$ cat config.mk
export PLATFORM = sky130hd
export DESIGN_NAME = amo_bank_dispatch
export DESIGN_NICKNAME = d
export VERILOG_FILES = /design/src/logic/amo_mem_pkg.sv /design/src/logic/amo_bank_dispatch.sv
export VERILOG_INCLUDE_DIRS = /design/src /design/src/logic
export SDC_FILE = /design/constraint.sdc
export NUM_CORES = 1
export LEC_CHECK = 0
export BUFFER_PORTS_ARGS = -buffer_cell sky130_fd_sc_hd__buf_2
export CAP_MARGIN = 20
export CELL_PAD_IN_SITES_DETAIL_PLACEMENT = 1
export CELL_PAD_IN_SITES_GLOBAL_PLACEMENT = 1
export CORE_ASPECT_RATIO = 0.6
export CORE_MARGIN = 2
export CORE_UTILIZATION = 33
export CTS_CLUSTER_SIZE = 25
export DETAILED_ROUTE_END_ITERATION = 6
export PLACE_DENSITY_LB_ADDON = 0.08
export SLEW_MARGIN = 20
export SYNTH_ARGS = -nofsm -noshare
export SYNTH_HDL_FRONTEND = slang
export SYNTH_SLANG_ARGS = --single-unit
$ cat constraint.sdc
create_clock -name clk_i -period 0.97 [get_ports clk_i]
set_input_delay 0.194 -clock clk_i [delete_from_list [all_inputs] [get_ports clk_i]]
set_output_delay 0.194 -clock clk_i [all_outputs]
set_load 0.005 [all_outputs]
$ cat src/logic/amo_mem_cfg.svh
`ifndef AMO_MEM_CFG_SVH
`define AMO_MEM_CFG_SVH

// Bank count must be a power of two
`define AMO_NUM_BANKS 4
`define AMO_BANK_ROWS 64
`define AMO_ADDR_W 11

`define AMO_REG_ADDR 8'h00
`define AMO_REG_WDATA_LO 8'h04
`define AMO_REG_WDATA_HI 8'h08
`define AMO_REG_CMD 8'h0C
`define AMO_REG_RDATA_LO 8'h10
`define AMO_REG_RDATA_HI 8'h14

`endif

$ cat src/logic/amo_mem_pkg.sv
`default_nettype none

package amo_mem_pkg;

  typedef enum logic [4:0] {
    LB        = 5'd0,
    LBU       = 5'd1,
    LH        = 5'd2,
    LHU       = 5'd3,
    LW        = 5'd4,
    LWU       = 5'd5,
    LD        = 5'd6,
    SB        = 5'd7,
    SH        = 5'd8,
    SW        = 5'd9,
    SD        = 5'd10,
    AMOSWAP_W = 5'd11,
    AMOSWAP_D = 5'd12,
    AMOADD_W  = 5'd13,
    AMOADD_D  = 5'd14,
    AMOXOR_W  = 5'd15,
    AMOXOR_D  = 5'd16,
    AMOAND_W  = 5'd17,
    AMOAND_D  = 5'd18,
    AMOOR_W   = 5'd19,
    AMOOR_D   = 5'd20,
    AMOMIN_W  = 5'd21,
    AMOMIN_D  = 5'd22,
    AMOMAX_W  = 5'd23,
    AMOMAX_D  = 5'd24,
    AMOMINU_W = 5'd25,
    AMOMINU_D = 5'd26,
    AMOMAXU_W = 5'd27,
    AMOMAXU_D = 5'd28
  } amo_op_e;

  typedef enum logic [1:0] {
    SZ_BYTE   = 2'd0,
    SZ_HALF   = 2'd1,
    SZ_WORD   = 2'd2,
    SZ_DOUBLE = 2'd3
  } amo_size_e;

  // Doubleword seen whole or as its two 32-bit halves
  typedef union packed {
    logic [63:0]      dword;
    logic [1:0][31:0] word;
  } amo_lane_u;

endpackage

`default_nettype wire

$ cat src/logic/amo_bank_dispatch.sv
`timescale 1ns/1ps
`default_nettype none
`include "amo_mem_cfg.svh"

module amo_bank_dispatch (
  input  wire                                clk_i,
  input  wire                                reset_i,
  input  wire                                cmd_valid_i,
  input  var   amo_mem_pkg::amo_op_e         cmd_op_i,
  input  wire  [`AMO_ADDR_W-1:0]             cmd_addr_i,
  input  wire  [63:0]                        cmd_wdata_i,
  output logic [`AMO_NUM_BANKS-1:0]          bank_req_o,
  output amo_mem_pkg::amo_op_e               op_o,
  output amo_mem_pkg::amo_size_e             size_o,
  output logic [$clog2(`AMO_BANK_ROWS)-1:0]  row_o,
  output logic [2:0]                         offset_o,
  output logic [63:0]                        wdata_o
);

  localparam int BANK_W = $clog2(`AMO_NUM_BANKS);
  localparam int ROW_W  = $clog2(`AMO_BANK_ROWS);

  logic [BANK_W-1:0]         bank_sel;
  logic [`AMO_NUM_BANKS-1:0] req_d;
  amo_mem_pkg::amo_size_e    size_d;

  // Doubleword interleave: offset, then bank, then row
  assign bank_sel = cmd_addr_i[3 +: BANK_W];

  always_comb begin
    for (int i = 0; i < `AMO_NUM_BANKS; i++) begin
      req_d[i] = cmd_valid_i && (bank_sel == BANK_W'(i));
    end
  end

  always_comb begin
    case (cmd_op_i)
      amo_mem_pkg::LB, amo_mem_pkg::LBU, amo_mem_pkg::SB: size_d = amo_mem_pkg::SZ_BYTE;
      amo_mem_pkg::LH, amo_mem_pkg::LHU, amo_mem_pkg::SH: size_d = amo_mem_pkg::SZ_HALF;
      amo_mem_pkg::LW, amo_mem_pkg::LWU, amo_mem_pkg::SW,
      amo_mem_pkg::AMOSWAP_W, amo_mem_pkg::AMOADD_W, amo_mem_pkg::AMOXOR_W,
      amo_mem_pkg::AMOAND_W, amo_mem_pkg::AMOOR_W, amo_mem_pkg::AMOMIN_W,
      amo_mem_pkg::AMOMAX_W, amo_mem_pkg::AMOMINU_W,
      amo_mem_pkg::AMOMAXU_W: size_d = amo_mem_pkg::SZ_WORD;
      default: size_d = amo_mem_pkg::SZ_DOUBLE;
    endcase
  end

  always_ff @(posedge clk_i) begin
    if (reset_i) begin
      bank_req_o <= '0;
    end else begin
      bank_req_o <= req_d;
    end
  end

  always_ff @(posedge clk_i) begin
    if (cmd_valid_i) begin
      op_o     <= cmd_op_i;
      size_o   <= size_d;
      row_o    <= cmd_addr_i[3+BANK_W +: ROW_W];
      offset_o <= cmd_addr_i[2:0];
      wdata_o  <= cmd_wdata_i;
    end
  end

endmodule

`default_nettype wire

==> out/results.ini <==
[synthesis]
synth_cells = 97
syn-num-nets = 180
synth_cell_types = 13
yosysTopAreaCell = edfxtp_1
netlist_area_um2 = 2580
synth_area_leaders = edfxtp_1 93%, dfxtp_1 3.1%, nor4bb_1 0.77%
yosysTopAreaCellShare_pct = 93.0
ys_seq_elements = 84
syn_area_per_cell_um2 = 26.6
synth_seq_area_share_pct = 96.1
ys_warn_count = 0

[floorplanning]
rows = 24
initial_utilization_pct = 34.8
die_area_um2 = 8580
die_w_um = 118
top_level_ports = 167
die_h_um = 72.5
coreArea_um2 = 7420

[timing]
timing.fmax_mhz = 944
period_share_pct = 109
setup_viol = 80
worst_slew_pin_slew_ps = 216
setup_slack_ps = -88.9
rsz0062_at_grt = yes
slew_headroom_pct = 85.4
final-hold-violation-count = 0
fin_setup_tns_ps = -4030
drv_slew = 0
final_period_minus_worst_setup_slack_ps = 1060

[global_routing]
grt_max_degree = 23
grt_pass1_vias = 1706
grt_use_total_pct = 15.6
overflow = 0
grt_pass1_wl_um = 9520
antenna_found_initial = 0

[placed_design]
place_hpwl_um = 4810
pre_cts_ws_ps = 28.0
portBuffers = 166
gp_congestion = 0.698
place_area_um2 = 3630

[detailed_routing]
initialDrtViolationCount = 106
vias_per_cell = 4.24
wirelength_um = 6320
vias = 1640
wl_per_cell_um = 16.3
ant_nets = 0
drtPass1Iterations = 4
drc = 0

[layout]
fin_nets = 361
layout-drive-gt1-share_pct = 65.7
antenna_cells = 0
final_core_util_pct = 52.8
final_area_um2 = 3920
area_delta_synth_final_pct = 51.7
final_common_cell = buf_2
final_cell_mix = 164 x buf_2, 80 x edfxtp_1, 9 x clkbuf_16

[setup_path]
start_kind = flip-flop
cp_max_fo = 1
critPathCaptureType = output pin
path_delay_family = flip-flops
crit_type = reg2out
path_cells = buf_2
cpMaxStageDelayCell = edfxtp_1
crit_arrival_ps = 860
worstPathRequired_ps = 780
cpPeakStageDelay_ps = 380
worstPathBufferInverterCount = 1

[power_and_ir_drop]
p_total_mw = 8.23
pwr_density_cell_nw_per_um2 = 2100
power.leakage_nw = 1.69
vdd_drop_max_mv = 1.42

[clock_tree]
cts-root-buf = clkbuf_16
cts_resized = 0
cts_buffer_depth = 2
cts_tree = done
holdBufCountCts = 0
post-cts-setup-buffers = 0
htreeDepth = 3
clock_sinks = 84
path_clk_slew_ps = 60
cts_buffers = 9

[run_status]
violations = setup timing
outcome = finished, violations left

[job]
drv_cap = 0

[hold_path]
hold_path_class = in2reg

-- routing by layer --
metal  routed length [um]  global-route usage (%)
met5                    0                       0
met4                  131                    8.03
met3                  837                    10.2
met2                 2830                    22.5
met1                 2520                    17.8
-- worst paths after layout --
kind / cells past startpoint / slack (ps) / to / startpoint
worst max-delay path: 1 / -90 / op_o[3] / op_o[3]
worst min-delay path: 1 / 30 / wdata_o[42] / cmd_wdata_i[42]
-- Yosys cell counts (all sizes together) --
cell,instances
o221ai,1
nand3,1
nor4b,1
edfxtp,80
inv,1
nor2,2
and4bb,1
o31a,1
a21oi,1
dfxtp,4
o21ai,1
and4b,1
nor4bb,2
-- report_power, final --
group          internal (mW)  total, mW  leakage [nW]  switching, mW
combinational          0.334      0.631         0.732          0.297
clock                   1.96       3.25         0.137           1.29
sequential              4.28       4.34         0.816         0.0614
-- cells by family after synthesis --
logic type,synth area share (%)
AND/OR/NAND/NOR,2.47
flip-flops,96.1
AO/OA/AOI/OAI,1.31
buffers and inverters,0.145
-- through the flow --
stage,hold slack (ps),instances
CTS,12.1,387
detailed placement,372,371
global placement,370,371
floorplan,270,97
global route,8.86,387
finish,28.8,387
-- final cells by class --
cell class / count / area [um^2]
Fill cell: 748 / 3500
Inverter: 1 / 3.75
Sequential cell: 84 / 2480
Tap cell: 104 / 130
Timing Repair Buffer: 170 / 920
Multi-Input combinational cell: 12 / 97.6
Clock inverter: 6 / 55.1
Clock buffer: 10 / 229
-- state kept, by name (all words and copies together), names as in the netlist --
name	count
row_o	6
size_o	2
bank_req_o	4
wdata_o	64
offset_o	3
op_o	5
Note: power is estimated with default switching activity, not from simulation.
