### src/logic/amo_mem_cfg.svh
`ifndef AMO_MEM_CFG_SVH
`define AMO_MEM_CFG_SVH

// Bank count must be a power of two
`define AMO_NUM_BANKS 4
`define AMO_BANK_ROWS 64
`define AMO_ADDR_W 11

`define AMO_REG_ADDR 8'h00
`define AMO_REG_WDATA_LO 8'h04
`define AMO_REG_WDATA_HI 8'h08
`define AMO_REG_CMD 8'h0C
`define AMO_REG_RDATA_LO 8'h10
`define AMO_REG_RDATA_HI 8'h14

`endif

### src/logic/amo_mem_pkg.sv
`default_nettype none

package amo_mem_pkg;

  typedef enum logic [4:0] {
    LB        = 5'd0,
    LBU       = 5'd1,
    LH        = 5'd2,
    LHU       = 5'd3,
    LW        = 5'd4,
    LWU       = 5'd5,
    LD        = 5'd6,
    SB        = 5'd7,
    SH        = 5'd8,
    SW        = 5'd9,
    SD        = 5'd10,
    AMOSWAP_W = 5'd11,
    AMOSWAP_D = 5'd12,
    AMOADD_W  = 5'd13,
    AMOADD_D  = 5'd14,
    AMOXOR_W  = 5'd15,
    AMOXOR_D  = 5'd16,
    AMOAND_W  = 5'd17,
    AMOAND_D  = 5'd18,
    AMOOR_W   = 5'd19,
    AMOOR_D   = 5'd20,
    AMOMIN_W  = 5'd21,
    AMOMIN_D  = 5'd22,
    AMOMAX_W  = 5'd23,
    AMOMAX_D  = 5'd24,
    AMOMINU_W = 5'd25,
    AMOMINU_D = 5'd26,
    AMOMAXU_W = 5'd27,
    AMOMAXU_D = 5'd28
  } amo_op_e;

  typedef enum logic [1:0] {
    SZ_BYTE   = 2'd0,
    SZ_HALF   = 2'd1,
    SZ_WORD   = 2'd2,
    SZ_DOUBLE = 2'd3
  } amo_size_e;

  // Doubleword seen whole or as its two 32-bit halves
  typedef union packed {
    logic [63:0]      dword;
    logic [1:0][31:0] word;
  } amo_lane_u;

endpackage

`default_nettype wire

### src/logic/amo_apb_front.sv
`timescale 1ns/1ps
`default_nettype none
`include "amo_mem_cfg.svh"

module amo_apb_front (
  input  wire                    clk_i,
  input  wire                    reset_i,
  input  wire                    psel_i,
  input  wire                    penable_i,
  input  wire                    pwrite_i,
  input  wire  [7:0]             paddr_i,
  input  wire  [31:0]            pwdata_i,
  output logic [31:0]            prdata_o,
  output logic                   pready_o,
  output logic                   pslverr_o,
  output logic                   cmd_valid_o,
  output amo_mem_pkg::amo_op_e   cmd_op_o,
  output logic [`AMO_ADDR_W-1:0] cmd_addr_o,
  output logic [63:0]            cmd_wdata_o,
  input  wire                    done_i,
  input  wire  [63:0]            rdata_i
);

  logic                   access;
  logic                   wr_en;
  logic                   is_cmd;
  logic                   op_ok;
  logic                   mapped;
  logic                   launch;
  logic                   busy_q;
  logic                   fin_q;
  logic [`AMO_ADDR_W-1:0] addr_q;
  amo_mem_pkg::amo_lane_u wdata_q;
  amo_mem_pkg::amo_lane_u rdata_q;
  amo_mem_pkg::amo_op_e   cmd_q;

  assign access = psel_i && penable_i;
  assign is_cmd = (paddr_i == `AMO_REG_CMD);
  assign op_ok  = (pwdata_i[31:5] == '0) && (pwdata_i[4:0] <= 5'(amo_mem_pkg::AMOMAXU_D));
  assign mapped = paddr_i inside {`AMO_REG_ADDR, `AMO_REG_WDATA_LO, `AMO_REG_WDATA_HI,
                                  `AMO_REG_CMD, `AMO_REG_RDATA_LO, `AMO_REG_RDATA_HI};

  // fin_q marks the cycle the stalled command write may finally complete
  assign launch    = access && pwrite_i && is_cmd && op_ok && !busy_q && !fin_q;
  assign pready_o  = !busy_q && !launch;
  assign pslverr_o = access && pready_o && (!mapped || (pwrite_i && is_cmd && !op_ok));
  assign wr_en     = access && pwrite_i && pready_o;

  assign cmd_valid_o = launch;
  assign cmd_op_o    = amo_mem_pkg::amo_op_e'(pwdata_i[4:0]);
  assign cmd_addr_o  = addr_q;
  assign cmd_wdata_o = wdata_q.dword;

  always_ff @(posedge clk_i) begin
    if (reset_i) begin
      busy_q <= 1'b0;
      fin_q  <= 1'b0;
    end else begin
      if (launch) begin
        busy_q <= 1'b1;
      end else if (done_i) begin
        busy_q <= 1'b0;
      end
      if (done_i) begin
        fin_q <= 1'b1;
      end else if (access && pready_o) begin
        fin_q <= 1'b0;
      end
    end
  end

  always_ff @(posedge clk_i) begin
    if (wr_en && (paddr_i == `AMO_REG_ADDR)) begin
      addr_q <= pwdata_i[`AMO_ADDR_W-1:0];
    end
    if (wr_en && (paddr_i == `AMO_REG_WDATA_LO)) begin
      wdata_q.word[0] <= pwdata_i;
    end
    if (wr_en && (paddr_i == `AMO_REG_WDATA_HI)) begin
      wdata_q.word[1] <= pwdata_i;
    end
    if (launch) begin
      cmd_q <= amo_mem_pkg::amo_op_e'(pwdata_i[4:0]);
    end
    if (done_i) begin
      rdata_q.dword <= rdata_i;
    end
  end

  always_comb begin
    case (paddr_i)
      `AMO_REG_ADDR:     prdata_o = 32'(addr_q);
      `AMO_REG_WDATA_LO: prdata_o = wdata_q.word[0];
      `AMO_REG_WDATA_HI: prdata_o = wdata_q.word[1];
      `AMO_REG_CMD:      prdata_o = 32'(cmd_q);
      `AMO_REG_RDATA_LO: prdata_o = rdata_q.word[0];
      `AMO_REG_RDATA_HI: prdata_o = rdata_q.word[1];
      default:           prdata_o = '0;
    endcase
  end

endmodule

`default_nettype wire

### config.mk
export PLATFORM = sky130hd
export DESIGN_NAME = amo_apb_front
export DESIGN_NICKNAME = d
export VERILOG_FILES = /design/src/logic/amo_mem_pkg.sv /design/src/logic/amo_apb_front.sv
export VERILOG_INCLUDE_DIRS = /design/src /design/src/logic
export SDC_FILE = /design/constraint.sdc
export NUM_CORES = 1
export LEC_CHECK = 0
export BUFFER_PORTS_ARGS = -buffer_cell sky130_fd_sc_hd__buf_2
export CORE_UTILIZATION = 40
export CTS_CLUSTER_DIAMETER = 50
export DETAILED_ROUTE_END_ITERATION = 10
export HOLD_SLACK_MARGIN = 0.12
export PLACE_DENSITY = 0.65
export SYNTH_ARGS = -nofsm -noshare
export SYNTH_HDL_FRONTEND = slang
export SYNTH_SLANG_ARGS = --single-unit
### constraint.sdc
create_clock -name clk_i -period 7.6 [get_ports clk_i]
set_clock_uncertainty 0.15 [all_clocks]
set_input_delay 1.52 -clock clk_i [delete_from_list [all_inputs] [get_ports clk_i]]
set_output_delay 1.52 -clock clk_i [all_outputs]
set_load 0.02 [all_outputs]
==> run summary <==
Placeable Area: 13930 sq um
CP max stage delay: 0.59 ns
n_diodes: 0
setup violators final: 0
WL per Instance: 20.73 um
clock tree buffer depth: 2
Hold WS: 0.3353 ns
Finished Core Util: 54.62%
post-synthesis register bit count: 146
Levels on crit path: 7
WS Path Type: input pin to output port
# rows: 43
crit path DAT: 3.99 ns
hold path depth: 2
worst slew pin tran: 1.144 ns
pwr/cell area: 244.1 nW/um^2
Post-synth EDFFs: 144
nets: 637
share of layout cells above drive strength 1: 56.48%
Fmax: 0.1768 GHz
most common flop cell mapped by yosys: edfxtp_1
commonest non-fill, non-tap cell in the layout: buf_2
gpl congestion: 0.7747
I/O pin count: 225
P&R area growth vs syn: 32.93%
hold_buf cts: 0
port bufs: 224
clk root buf: clkbuf_16
CTS sink cnt: 146
largest net degree at the start of global routing: 67
global route overflow: 0
Distinct cells, synth: 37
Worst-Skew Late Latency: 0.41 ns
vias in the first global route: 3937
RSZ-0062 raised after global routing: no
Buf/Inv on CP: 3
sequential area share after synthesis: 76.22%
GRT Util Overall: 20.81%
Fin. Hold Viols: 0
fraction of registers with async set/reset: 0%
post-synthesis mux area share: 9.331%
Initial DRC Count: 203
initial antenna violation count: 0
setup_tns: 0 ns
largest family of logic cells by synthesized area: multiplexers
Initial Util: 41.09%
first-pass GRT wire length: 22070 um
leak pwr: 3.000 nW
cell mode on critical path: buf_2
CTS Buf Count: 17
adder-cell share of the synthesized area: 0%
crit-path max FO: 32
simple-gate area share of the yosys netlist: 3.475%
CTS clk-pin slew, worst paths: 0.06 ns
xor/xnor cell area share of the yosys netlist: 0%
max-cap violations: 0
Antenna Nets Post-Route: 0
Post-DP HPWL: 10400 um
drt total wl: 14930 um
Rel. slew slack: 23.18%
Mapped Area: 5725 sq um
Die H: 121.6 um
syn nets: 409
final period utilization: 74.44%
Hold Path Class: flip-flop to flip-flop
Synth Warn #: 0
Die X: 121.6 um
startpoint types: input pin
crit path max-delay cell type: nor3b_4
reg2reg path depth: 2
worst-path cell chain: buf_2, or2_2, or2_1, nor3b_4, buf_4, o2bb2ai_1, buf_2
TritonCTS clock tree: yes
DRC Markers: 0
post-CTS sizing: 0
CP Capture Type: output port
DR pass1 iterations: 4
family with the most delay on the worst path: simple AND/OR/NAND/NOR gates
synthesized area per cell: 19.15 sq um
Peak VDD IR: 0.1309 mV
Final Critical Period: 5.657 ns
Final Max Tran Viols: 0
Via Count: 3809
Setup Fix Bufs, Post-CTS: 0
Critical Path RT: 5.93 ns
post-synthesis compound-gate area fraction: 8.457%
Die ar.: 14800 sq um
most frequent cells in the layout: buf_2, edfxtp_1, mux2_2, a22oi_1, o2bb2ai_1
post-synthesis cell count: 299
vias per cell: 5.290
run status: completed
H-tree Lvls: 4
synth_stat cells (4+ instances only):
master	count	area share (%)
mux2_2	21	4.1
inv_1	6	0.39
o2bb2ai_1	21	3.2
mux4_2	11	4.3
nor4_1	9	0.98
o22ai_1	5	0.55
mux2i_1	5	0.87
buf_4	5	0.66
a22oi_1	21	2.8
a22o_2	4	0.70
edfxtp_1	144	76
clkbuf_1	10	0.66
power breakdown:
group	switching [W]	internal, W	leakage, nW
Sequential	0.00000660	0.000916	1.36
Clock	0.000316	0.000516	0.287
Combinational	0.0000555	0.0000482	1.35
cell type report:
| cell class | count | area (sq um) |
|---|---|---|
| Tap cell | 180 | 225.2 |
| Inverter | 6 | 22.52 |
| Clock buffer | 19 | 432.9 |
| Multi-Input combinational cell | 126 | 1240 |
| Fill cell | 1150 | 6324 |
| Timing Repair Buffer | 230 | 1166 |
| Clock inverter | 13 | 160.2 |
| Sequential cell | 146 | 4364 |
metal layers:
metal / wire [um] / part of all wire [%] / vias up / track usage [%]
met1: 6077 / 41 / 1902 / 25.19
li1: - / - / 1706 / -
met3: 963 / 6.5 / 23 / 4.775
met5: 0 / 0 / - / 0
met2: 7568 / 51 / 178 / 35.23
met4: 320 / 2.1 / 0 / 9.722
worst reg2reg max path: stages, from the launching register on:
cell	delay, ns
dfxtp_1	0.32
nand4b_1	0.39
nor2b_4	0.90
kinds of logic (layout without fill, tap and decap cells):
| logic type | after synthesis | after routing |
|---|---|---|
| compound gates | 60 | 60 |
| mux | 37 | 37 |
| flops | 146 | 146 |
| simple gates | 29 | 29 |
| buf+inv | 27 | 268 |
sequential cells by signal (all words and copies together) (netlist names):
signal       flops
cmd_q            5
rdata_q         64
cmd_addr_o      11
fin_q            1
busy_q           1
cmd_wdata_o     64
worst paths after layout:
| path | endpoint | slack (ns) | start |
|---|---|---|---|
| max | prdata_o[27] | 1.94 | paddr_i[4] |
| min | fin_q | 0.34 | fin_q |
| max reg2reg | cmd_wdata_o[63] | 5.45 | busy_q |
| min reg2reg | fin_q | 0.34 | fin_q |
metrics by stage:
stage	area, sq um	setup WS [ns]	instances	power, W
2_1_floorplan	5725	1.416	299	0.0009856
3_3_place_gp	7018	1.938	688	0.001041
3_5_place_dp	7018	1.893	688	0.001045
4_1_cts	7611	1.887	720	0.001875
5_1_grt	7611	1.734	720	0.001917
6_report	7611	1.943	720	0.001858
(Power assumes the default switching activity.)
