<file path="src/logic/amo_mem_cfg.svh">
`ifndef AMO_MEM_CFG_SVH
`define AMO_MEM_CFG_SVH

// Bank count must be a power of two
`define AMO_NUM_BANKS 4
`define AMO_BANK_ROWS 64
`define AMO_ADDR_W 11

`define AMO_REG_ADDR 8'h00
`define AMO_REG_WDATA_LO 8'h04
`define AMO_REG_WDATA_HI 8'h08
`define AMO_REG_CMD 8'h0C
`define AMO_REG_RDATA_LO 8'h10
`define AMO_REG_RDATA_HI 8'h14

`endif

</file>
<file path="src/logic/amo_resp_collect.sv">
`timescale 1ns/1ps
`default_nettype none
`include "amo_mem_cfg.svh"

module amo_resp_collect (
  input  wire                        clk_i,
  input  wire                        reset_i,
  input  wire  [`AMO_NUM_BANKS-1:0]  resp_valid_i,
  input  wire  [63:0]                resp_data_i [`AMO_NUM_BANKS],
  output logic                       done_o,
  output logic [63:0]                rdata_o
);

  logic        any_valid;
  logic [63:0] sel_data;

  assign any_valid = |resp_valid_i;

  // At most one bank answers, so an AND-OR mux is enough
  always_comb begin
    sel_data = '0;
    for (int i = 0; i < `AMO_NUM_BANKS; i++) begin
      sel_data = sel_data | (resp_data_i[i] & {64{resp_valid_i[i]}});
    end
  end

  always_ff @(posedge clk_i) begin
    if (reset_i) begin
      done_o <= 1'b0;
    end else begin
      done_o <= any_valid;
    end
  end

  always_ff @(posedge clk_i) begin
    if (any_valid) begin
      rdata_o <= sel_data;
    end
  end

endmodule

`default_nettype wire

</file>
<file path="config.mk">
export PLATFORM = sky130hd
export DESIGN_NAME = amo_resp_collect
export DESIGN_NICKNAME = d
export VERILOG_FILES = /design/src/logic/amo_resp_collect.sv
export VERILOG_INCLUDE_DIRS = /design/src /design/src/logic
export SDC_FILE = /design/constraint.sdc
export NUM_CORES = 1
export LEC_CHECK = 0
export ABC_CLOCK_PERIOD_IN_PS = 2900
export BUFFER_PORTS_ARGS = -buffer_cell sky130_fd_sc_hd__buf_2
export CAP_MARGIN = 20
export CORE_AREA = 2 2 126 128
export CTS_CLUSTER_DIAMETER = 200
export DETAILED_ROUTE_END_ITERATION = 16
export DIE_AREA = 0 0 128 130
export PLACE_DENSITY = 0.52
export SYNTH_ARGS = -nofsm -noshare
export SYNTH_HDL_FRONTEND = slang
export SYNTH_SLANG_ARGS = --single-unit
</file>
<file path="constraint.sdc">
create_clock -name clk_i -period 2.9 [get_ports clk_i]
set_clock_uncertainty 0.2 [all_clocks]
set_input_delay 0.87 -clock clk_i [delete_from_list [all_inputs] [get_ports clk_i]]
set_output_delay 0.87 -clock clk_i [all_outputs]
set_load 0.01 [all_outputs]
</file>
==> results of run 1 <==
==> per-stage QoR <==
step / hold slack (ns) / std cells / area [um^2]
finish: 0.523 / 797 / 5380
global route: 0.505 / 797 / 5380
CTS: 0.507 / 797 / 5380
detailed placement: 0.857 / 781 / 5070
global placement: 0.862 / 781 / 5070
floorplan: 0.734 / 287 / 3310
==> power groups by stage <==
stage          Sequential [mW]  Combinational [mW]  Clock, mW
2_1_floorplan             1.25               0.176          0
3_3_place_gp              1.19               0.548          0
3_5_place_dp              1.19               0.556          0
4_1_cts                   1.17               0.556       1.17
5_1_grt                   1.18               0.606       1.21
6_report                  1.17               0.550       1.13
==> per-layer routing <==
layer,vias to the layer above,GRT usage,wire length (um)
li1,1787,-,-
met1,1755,0.162,4790
met2,201,0.249,6350
met5,-,0,0
met4,0,0.0465,148
met3,10,0.0373,1070
==> Yosys cell counts, drive strengths merged <==
| cell | number | area share |
|---|---|---|
| a22oi | 128 | 0.29 |
| buf | 28 | 0.042 |
| dfxtp | 1 | 0.0061 |
| edfxtp | 64 | 0.58 |
| nand2 | 64 | 0.073 |
| nor2b | 1 | 0.0042 |
| or4 | 1 | 0.0034 |
==> registers in the layout, summed over array words and instances (netlist names) <==
register  flops
rdata_o      64
done_o        1
==> cells by family after synthesis <==
kind of cell           after synthesis  synth area share
AOI/OAI and AO/OA                  128             0.290
DFF                                 65             0.587
and+or+nand+nor                     66            0.0802
buffers and inverters               28            0.0424
==> area by class of cell <==
cell class	instances	share of cell area
clock buffer	11	0.0432
multi-input combinational	194	0.228
tap	192	0.0446
timing repair buffer	330	0.309
clock inverter	5	0.0149
sequential	65	0.361
==> worst max-delay path by stage <==
stage / from / to / slack [ns] / depth (start not counted)
after CTS: resp_valid_i[2] / rdata_o[2] / 0.74 / 2
final: resp_valid_i[2] / rdata_o[2] / 0.74 / 2
after global routing: resp_valid_i[2] / rdata_o[4] / 0.69 / 2
after global placement: resp_valid_i[2] / rdata_o[30] / 0.42 / 2
after floorplan: resp_valid_i[2] / rdata_o[0] / 0.65 / 1
after detailed placement: resp_valid_i[2] / rdata_o[2] / 0.39 / 2
==> placed cells by master (no fill, tap or decap), types with 2 or more instances in the layout <==
cell	synthesis	routed
sky130_fd_sc_hd__nand2_1	64	64
sky130_fd_sc_hd__edfxtp_1	64	64
sky130_fd_sc_hd__bufinv_16	0	2
sky130_fd_sc_hd__clkbuf_16	0	9
sky130_fd_sc_hd__buf_4	0	4
sky130_fd_sc_hd__buf_2	28	326
sky130_fd_sc_hd__a22oi_1	128	128
sky130_fd_sc_hd__clkbuf_1	0	2
==> metrics list, run 1 <==
* Area of the multi-input gates: 1230 um^2
- Traced cell by cell, the critical path runs through buf_2 > or4_4.
* Max-capacitance violation count: 0
- The number of antenna diodes in the final layout is 0.
- Fill count: 1614
- Final hold vios: 0
- After floorplanning, the core was sized to cover about 15000 um^2.
- Fraction of the cycle the final worst path needs: 0.744
* RSZ-0062 raised after global routing: no
- Routed wire length: 12400 um
- Worst-case setup slack after placement: 0.390 ns
- The final-report max-slew violation count came to 0.
- Using the TritonRoute via totals, the vias-per-cell ratio works out to between 4 and 5.
* Clock sink count: 65
* Critical path's top delay family: simple AND/OR/NAND/NOR gates
- Internal Pwr Total: 2.17 mW
- Final core utilization: 0.349
- Hold bufs inserted after CTS: 0
* Switching Power: 0.684 mW
- Critical path fanouts, max: 65
- Buffers added to address setup during post-CTS repair amount to 0.
* CTS tree: yes
- The via count of the first global-routing pass was 3554.
- Initial cell density of the core: 0.214
- The share of total power dissipated in combinational logic is 0.193.
- STA classifies the critical path startpoint as an input pin.
- Top-Level Pins: between 300 and 400
- Registers take 1940 um^2.
- Cell count after synthesis: 287
- The share of total power dissipated in sequential elements is 0.411.
- Maximum number of pins on one net before global-route repair: 66
- Timing would allow up to approximately 460 MHz.
* Die Y: approximately 130 um
* Outcome: finished clean
- The floorplan has 46 rows.
- Clk buf depth: 2
* GRT overflow: 0
* Actual transition at the worst max-transition pin: 0.850 ns
- After layout, the worst setup slack is 0.742 ns.
- After detailed routing, the average wire length per cell comes to 15.5 um.
- STA puts the critical path data required time at 2.64 ns.
- Iteration-0 DRC Markers: around 190
- The design draws 2.85 mW.
- Post-cts resize count: 0
* Total Nets Final: 862
- The routed layout has 3753 vias.
- The die covers 16600 um^2.
- Synthesis-to-finish area growth: 62.7%
- The number of nets handed over by synthesis was 549.
* Crit path largest cell delay: 0.90 ns
- Routability-driven placement congestion ratio: 0.778
- Cell area after synthesis: 3310 um^2
- Number of synthesized register bits: 65
* Initial DRT Pass Iterations: 4
- Power density relative to cell area: roughly 530 nW/um^2
- Peak supply drop: 0.257 mV
- The number of buffers and inverters on the critical path is 1.
* Final setup violating endpoints: 0
- The worst hold path belongs to the class in2reg.
- Counting the buffers created by CTS gives 9.
* Final critical-path required period: between 2 and 2.5 ns
* Synthesized area per cell: approximately 12 um^2
- The slowest stage of the critical path is the sky130_fd_sc_hd__or4_4 cell.
- The critical path is of the in2reg type.
- Part of the Yosys area used for sequential elements: 0.587
- Global-route wire length before repair: ~18000 um
- During placement, the flow inserted port buffers numbering 326.
- In the routed design, unresolved DRC markers number 0.
* Capturing element type of the critical path: flop
- The initial antenna violation count was 0.
* Total leakage power: 2.56 nW
- For this run, the number of Yosys warnings is 0.
- Relative contribution of the clock network to total power: 0.396
- Data arrival time at the worst-slack endpoint: ~1.9 ns
- Tot GR Track Use: 0.139
- Max H-tree Level: 3
- Share of post-route cells with drive strength above 1: 0.570
- The root buffer cell chosen for the clock tree is sky130_fd_sc_hd__clkbuf_16.
- Clock slew at reported path FFs: about 0.050 ns
* Die width: around 130 um
* Relative slew slack: 0.433
- DP Wirelength: a little over 9000 um
- Synth unique cells: 7
* End point of the worst hold path: done_o
- Total negative slack: 0 ns
* Worst min-delay path startpoint: reset_i
- Post-DRT Antenna Nets: 0
- Fraction of power spent switching nets: 0.240
- The worst hold path was traced through 2 stages.
No activity file was read; power rests on OpenSTA's default activity.
==> run 2: changes to the inputs <==
--- a/config.mk
+++ b/config.mk
@@ -6,7 +6,7 @@
 export SDC_FILE = /design/constraint.sdc
 export NUM_CORES = 1
 export LEC_CHECK = 0
-export ABC_CLOCK_PERIOD_IN_PS = 2900
+export ABC_CLOCK_PERIOD_IN_PS = 2000
 export BUFFER_PORTS_ARGS = -buffer_cell sky130_fd_sc_hd__buf_2
 export CAP_MARGIN = 20
 export CORE_AREA = 2 2 126 128
==> constraint.sdc (replaced) <==
create_clock -name clk_i -period 2 [get_ports clk_i]
set_clock_uncertainty 0.2 [all_clocks]
set_input_delay 0.6 -clock clk_i [delete_from_list [all_inputs] [get_ports clk_i]]
set_output_delay 0.6 -clock clk_i [all_outputs]
set_load 0.01 [all_outputs]
==> run 2 against run 1 <==
Design area is 1.6% higher. Worst setup slack worse by 0.45 ns. First-iteration DRC count is 6.8% higher. Flip-flop and latch count stayed put. Critical endpoint is now rdata_o[1]. Largest cell class unchanged.
==> metrics list, run 2 (synthesis results as in run 1) <==
- The run finished with clean final reports.
- Instance count on the critical path: 1
- In the finished design, the share of the clock period the worst path needs comes to 0.852.
- The count of nets left with antenna violations once routing finished came out at 0.
- After clock tree synthesis, the repair step resized 0 gates.
- Initial antenna violation count: 0
- The signal on the critical path passes through buf_2.
- After detailed routing, the number of remaining DRC violations is 0.
- Initial cell density of the core: 0.214
* Critical path fanouts, max: 1
- Crit path largest cell delay: roughly 0.40 ns
- For this design the static power due to leakage is 2.61 nW.
- Post-route worst hold slack: 0.251 ns
* Actual transition at the worst max-transition pin: ~0.67 ns
- DP Wirelength: 9850 um
- Core footprint: 15400 um^2
- The worst-case IR drop observed on VDD is 0.366 mV.
- RSZ-0062 raised after global routing: no
- Final core utilization: 0.354
- Clock sink count: 65
* Critical path's top delay family: flip-flops
- For this block, the routed nets add up to 12300 um of wire.
- Top-Level Pins: 327
* Tot GR Track Use: 0.139
* Total negative slack: 0 ns
* Biggest register: rdata_o
- The die covers between 15000 and 20000 um^2.
- Timing would allow up to ~590 MHz.
- The worst path needs roughly 1.7 ns of the cycle, external delays included.
- Global-route wire length before repair: 17900 um
- Most common cell after layout, fill and taps aside: sky130_fd_sc_hd__buf_2
- The tightest min-delay check is of the in2reg type.
* Slowest stage cell, crit path: sky130_fd_sc_hd__edfxtp_1
- Die Y: 130 um
* Die width: 128 um
* Share of post-route cells with drive strength above 1: 0.577
- The area growth from synthesis to layout is 65.3%.
- Post-placement cell area: 5170 um^2
- Final design area excluding fillers: 5470 um^2
* Total via count after detailed routing: 3767
- Clock slew at reported path FFs: 0.05 ns
- Data arrival time at the worst-slack endpoint: 0.90 ns
- Input and output buffers added on the ports amount to approximately 330.
* Hold bufs inserted after CTS: 0
* Final hold vios: 0
- The worst hold path was traced through 2 stages.
- In the layout the commonest cells are 326 x sky130_fd_sc_hd__buf_2, 128 x sky130_fd_sc_hd__a22oi_1, 64 x sky130_fd_sc_hd__nand2_1, 64 x sky130_fd_sc_hd__edfxtp_1, 10 x sky130_fd_sc_hd__buf_4.
* Crit path launch type: flop
- TritonCTS built the clock tree.
* Number of buffers created by CTS: 9
- Dividing total power by cell area gives a power density of ~740 nW/um^2.
- Design Power: 4.05 mW
- Maximum number of pins on one net before global-route repair: 65
- Initial DRT Pass Iterations: 4
- Largest registers: rdata_o (64), done_o (1)
- Flip-flop count of the largest register, all copies and words added: 64
- Vias per std cell: around 4.7
* Relative slew slack: 0.553
- Routability-driven placement congestion ratio: 0.820
- For this block, the initial DRC count from the detailed router was 205.
* Max H-tree Level: 3
- CP Buf/Inv Count: 1
* Capturing element type of the critical path: primary output
- Buffers added to address setup during post-CTS repair amount to 0.
* Worst Setup Path Type: reg2out
- The longest clock path from root to sink contains 2 buffers.
- In the final routed layout, each cell accounts on average for 15.2 um.
* Number of pins exceeding their max-slew limit in the final report: 0
- The tree is rooted in a sky130_fd_sc_hd__clkbuf_16.
- After global routing the overflow that remains totals 0.
* Max-capacitance violation count: 0
- Crit path required time: 1.20 ns
- Final setup violating endpoints: 0
- Vias in the first global route: 3551
- 0 antenna diodes ended up in the layout.
- Total Nets Final: 871
- In this run the core area contains 46 standard-cell rows.
[run 2: cell count changes in the layout (fill, tap and decap cells not counted)]
cell	previous run	this run
sky130_fd_sc_hd__clkbuf_1	2	3
sky130_fd_sc_hd__bufinv_16	2	1
sky130_fd_sc_hd__clkinv_2	0	1
sky130_fd_sc_hd__clkbuf_8	0	1
sky130_fd_sc_hd__clkinv_4	1	0
sky130_fd_sc_hd__buf_4	4	10
sky130_fd_sc_hd__clkinv_1	1	0
sky130_fd_sc_hd__buf_12	0	3
[run 2: worst paths after layout]
| check | from | to | slack, ns |
|---|---|---|---|
| worst max-delay path | rdata_o[1] | rdata_o[1] | 0.30 |
| worst min-delay path | reset_i | done_o | 0.25 |
[run 2: area by class of cell]
type | count | area, um^2
Multi-Input combinational cell | 194 | 1230
Sequential cell | 65 | 1940
Fill cell | 1625 | 9960
Clock inverter | 3 | 42.5
Tap cell | 192 | 240
Clock buffer | 13 | 250
Timing Repair Buffer | 339 | 1770
[run 2: where the power goes]
part / leakage, nW / internal, mW / total, mW / switching [mW]
sequential: 0.633 / 1.66 / 1.70 / 0.0371
clock: 0.140 / 0.997 / 1.54 / 0.542
combinational: 1.84 / 0.406 / 0.813 / 0.408
[run 2: routing by layer]
| metal | track usage | vias to the layer above | share of wire |
|---|---|---|---|
| met3 | 0.0463 | 14 | 0.099 |
| met1 | 0.155 | 1727 | 0.38 |
| met2 | 0.249 | 223 | 0.50 |
| li1 | - | 1803 | - |
| met5 | 0 | - | 0 |
| met4 | 0.0530 | 0 | 0.017 |
[run 2: per-stage QoR]
step | worst slack (ns) | std cells
after global placement | 0.0450 | 790
after floorplan | 0.0175 | 287
after detailed placement | 0.0351 | 790
after global routing | 0.228 | 806
final | 0.297 | 806
after CTS | 0.236 | 806
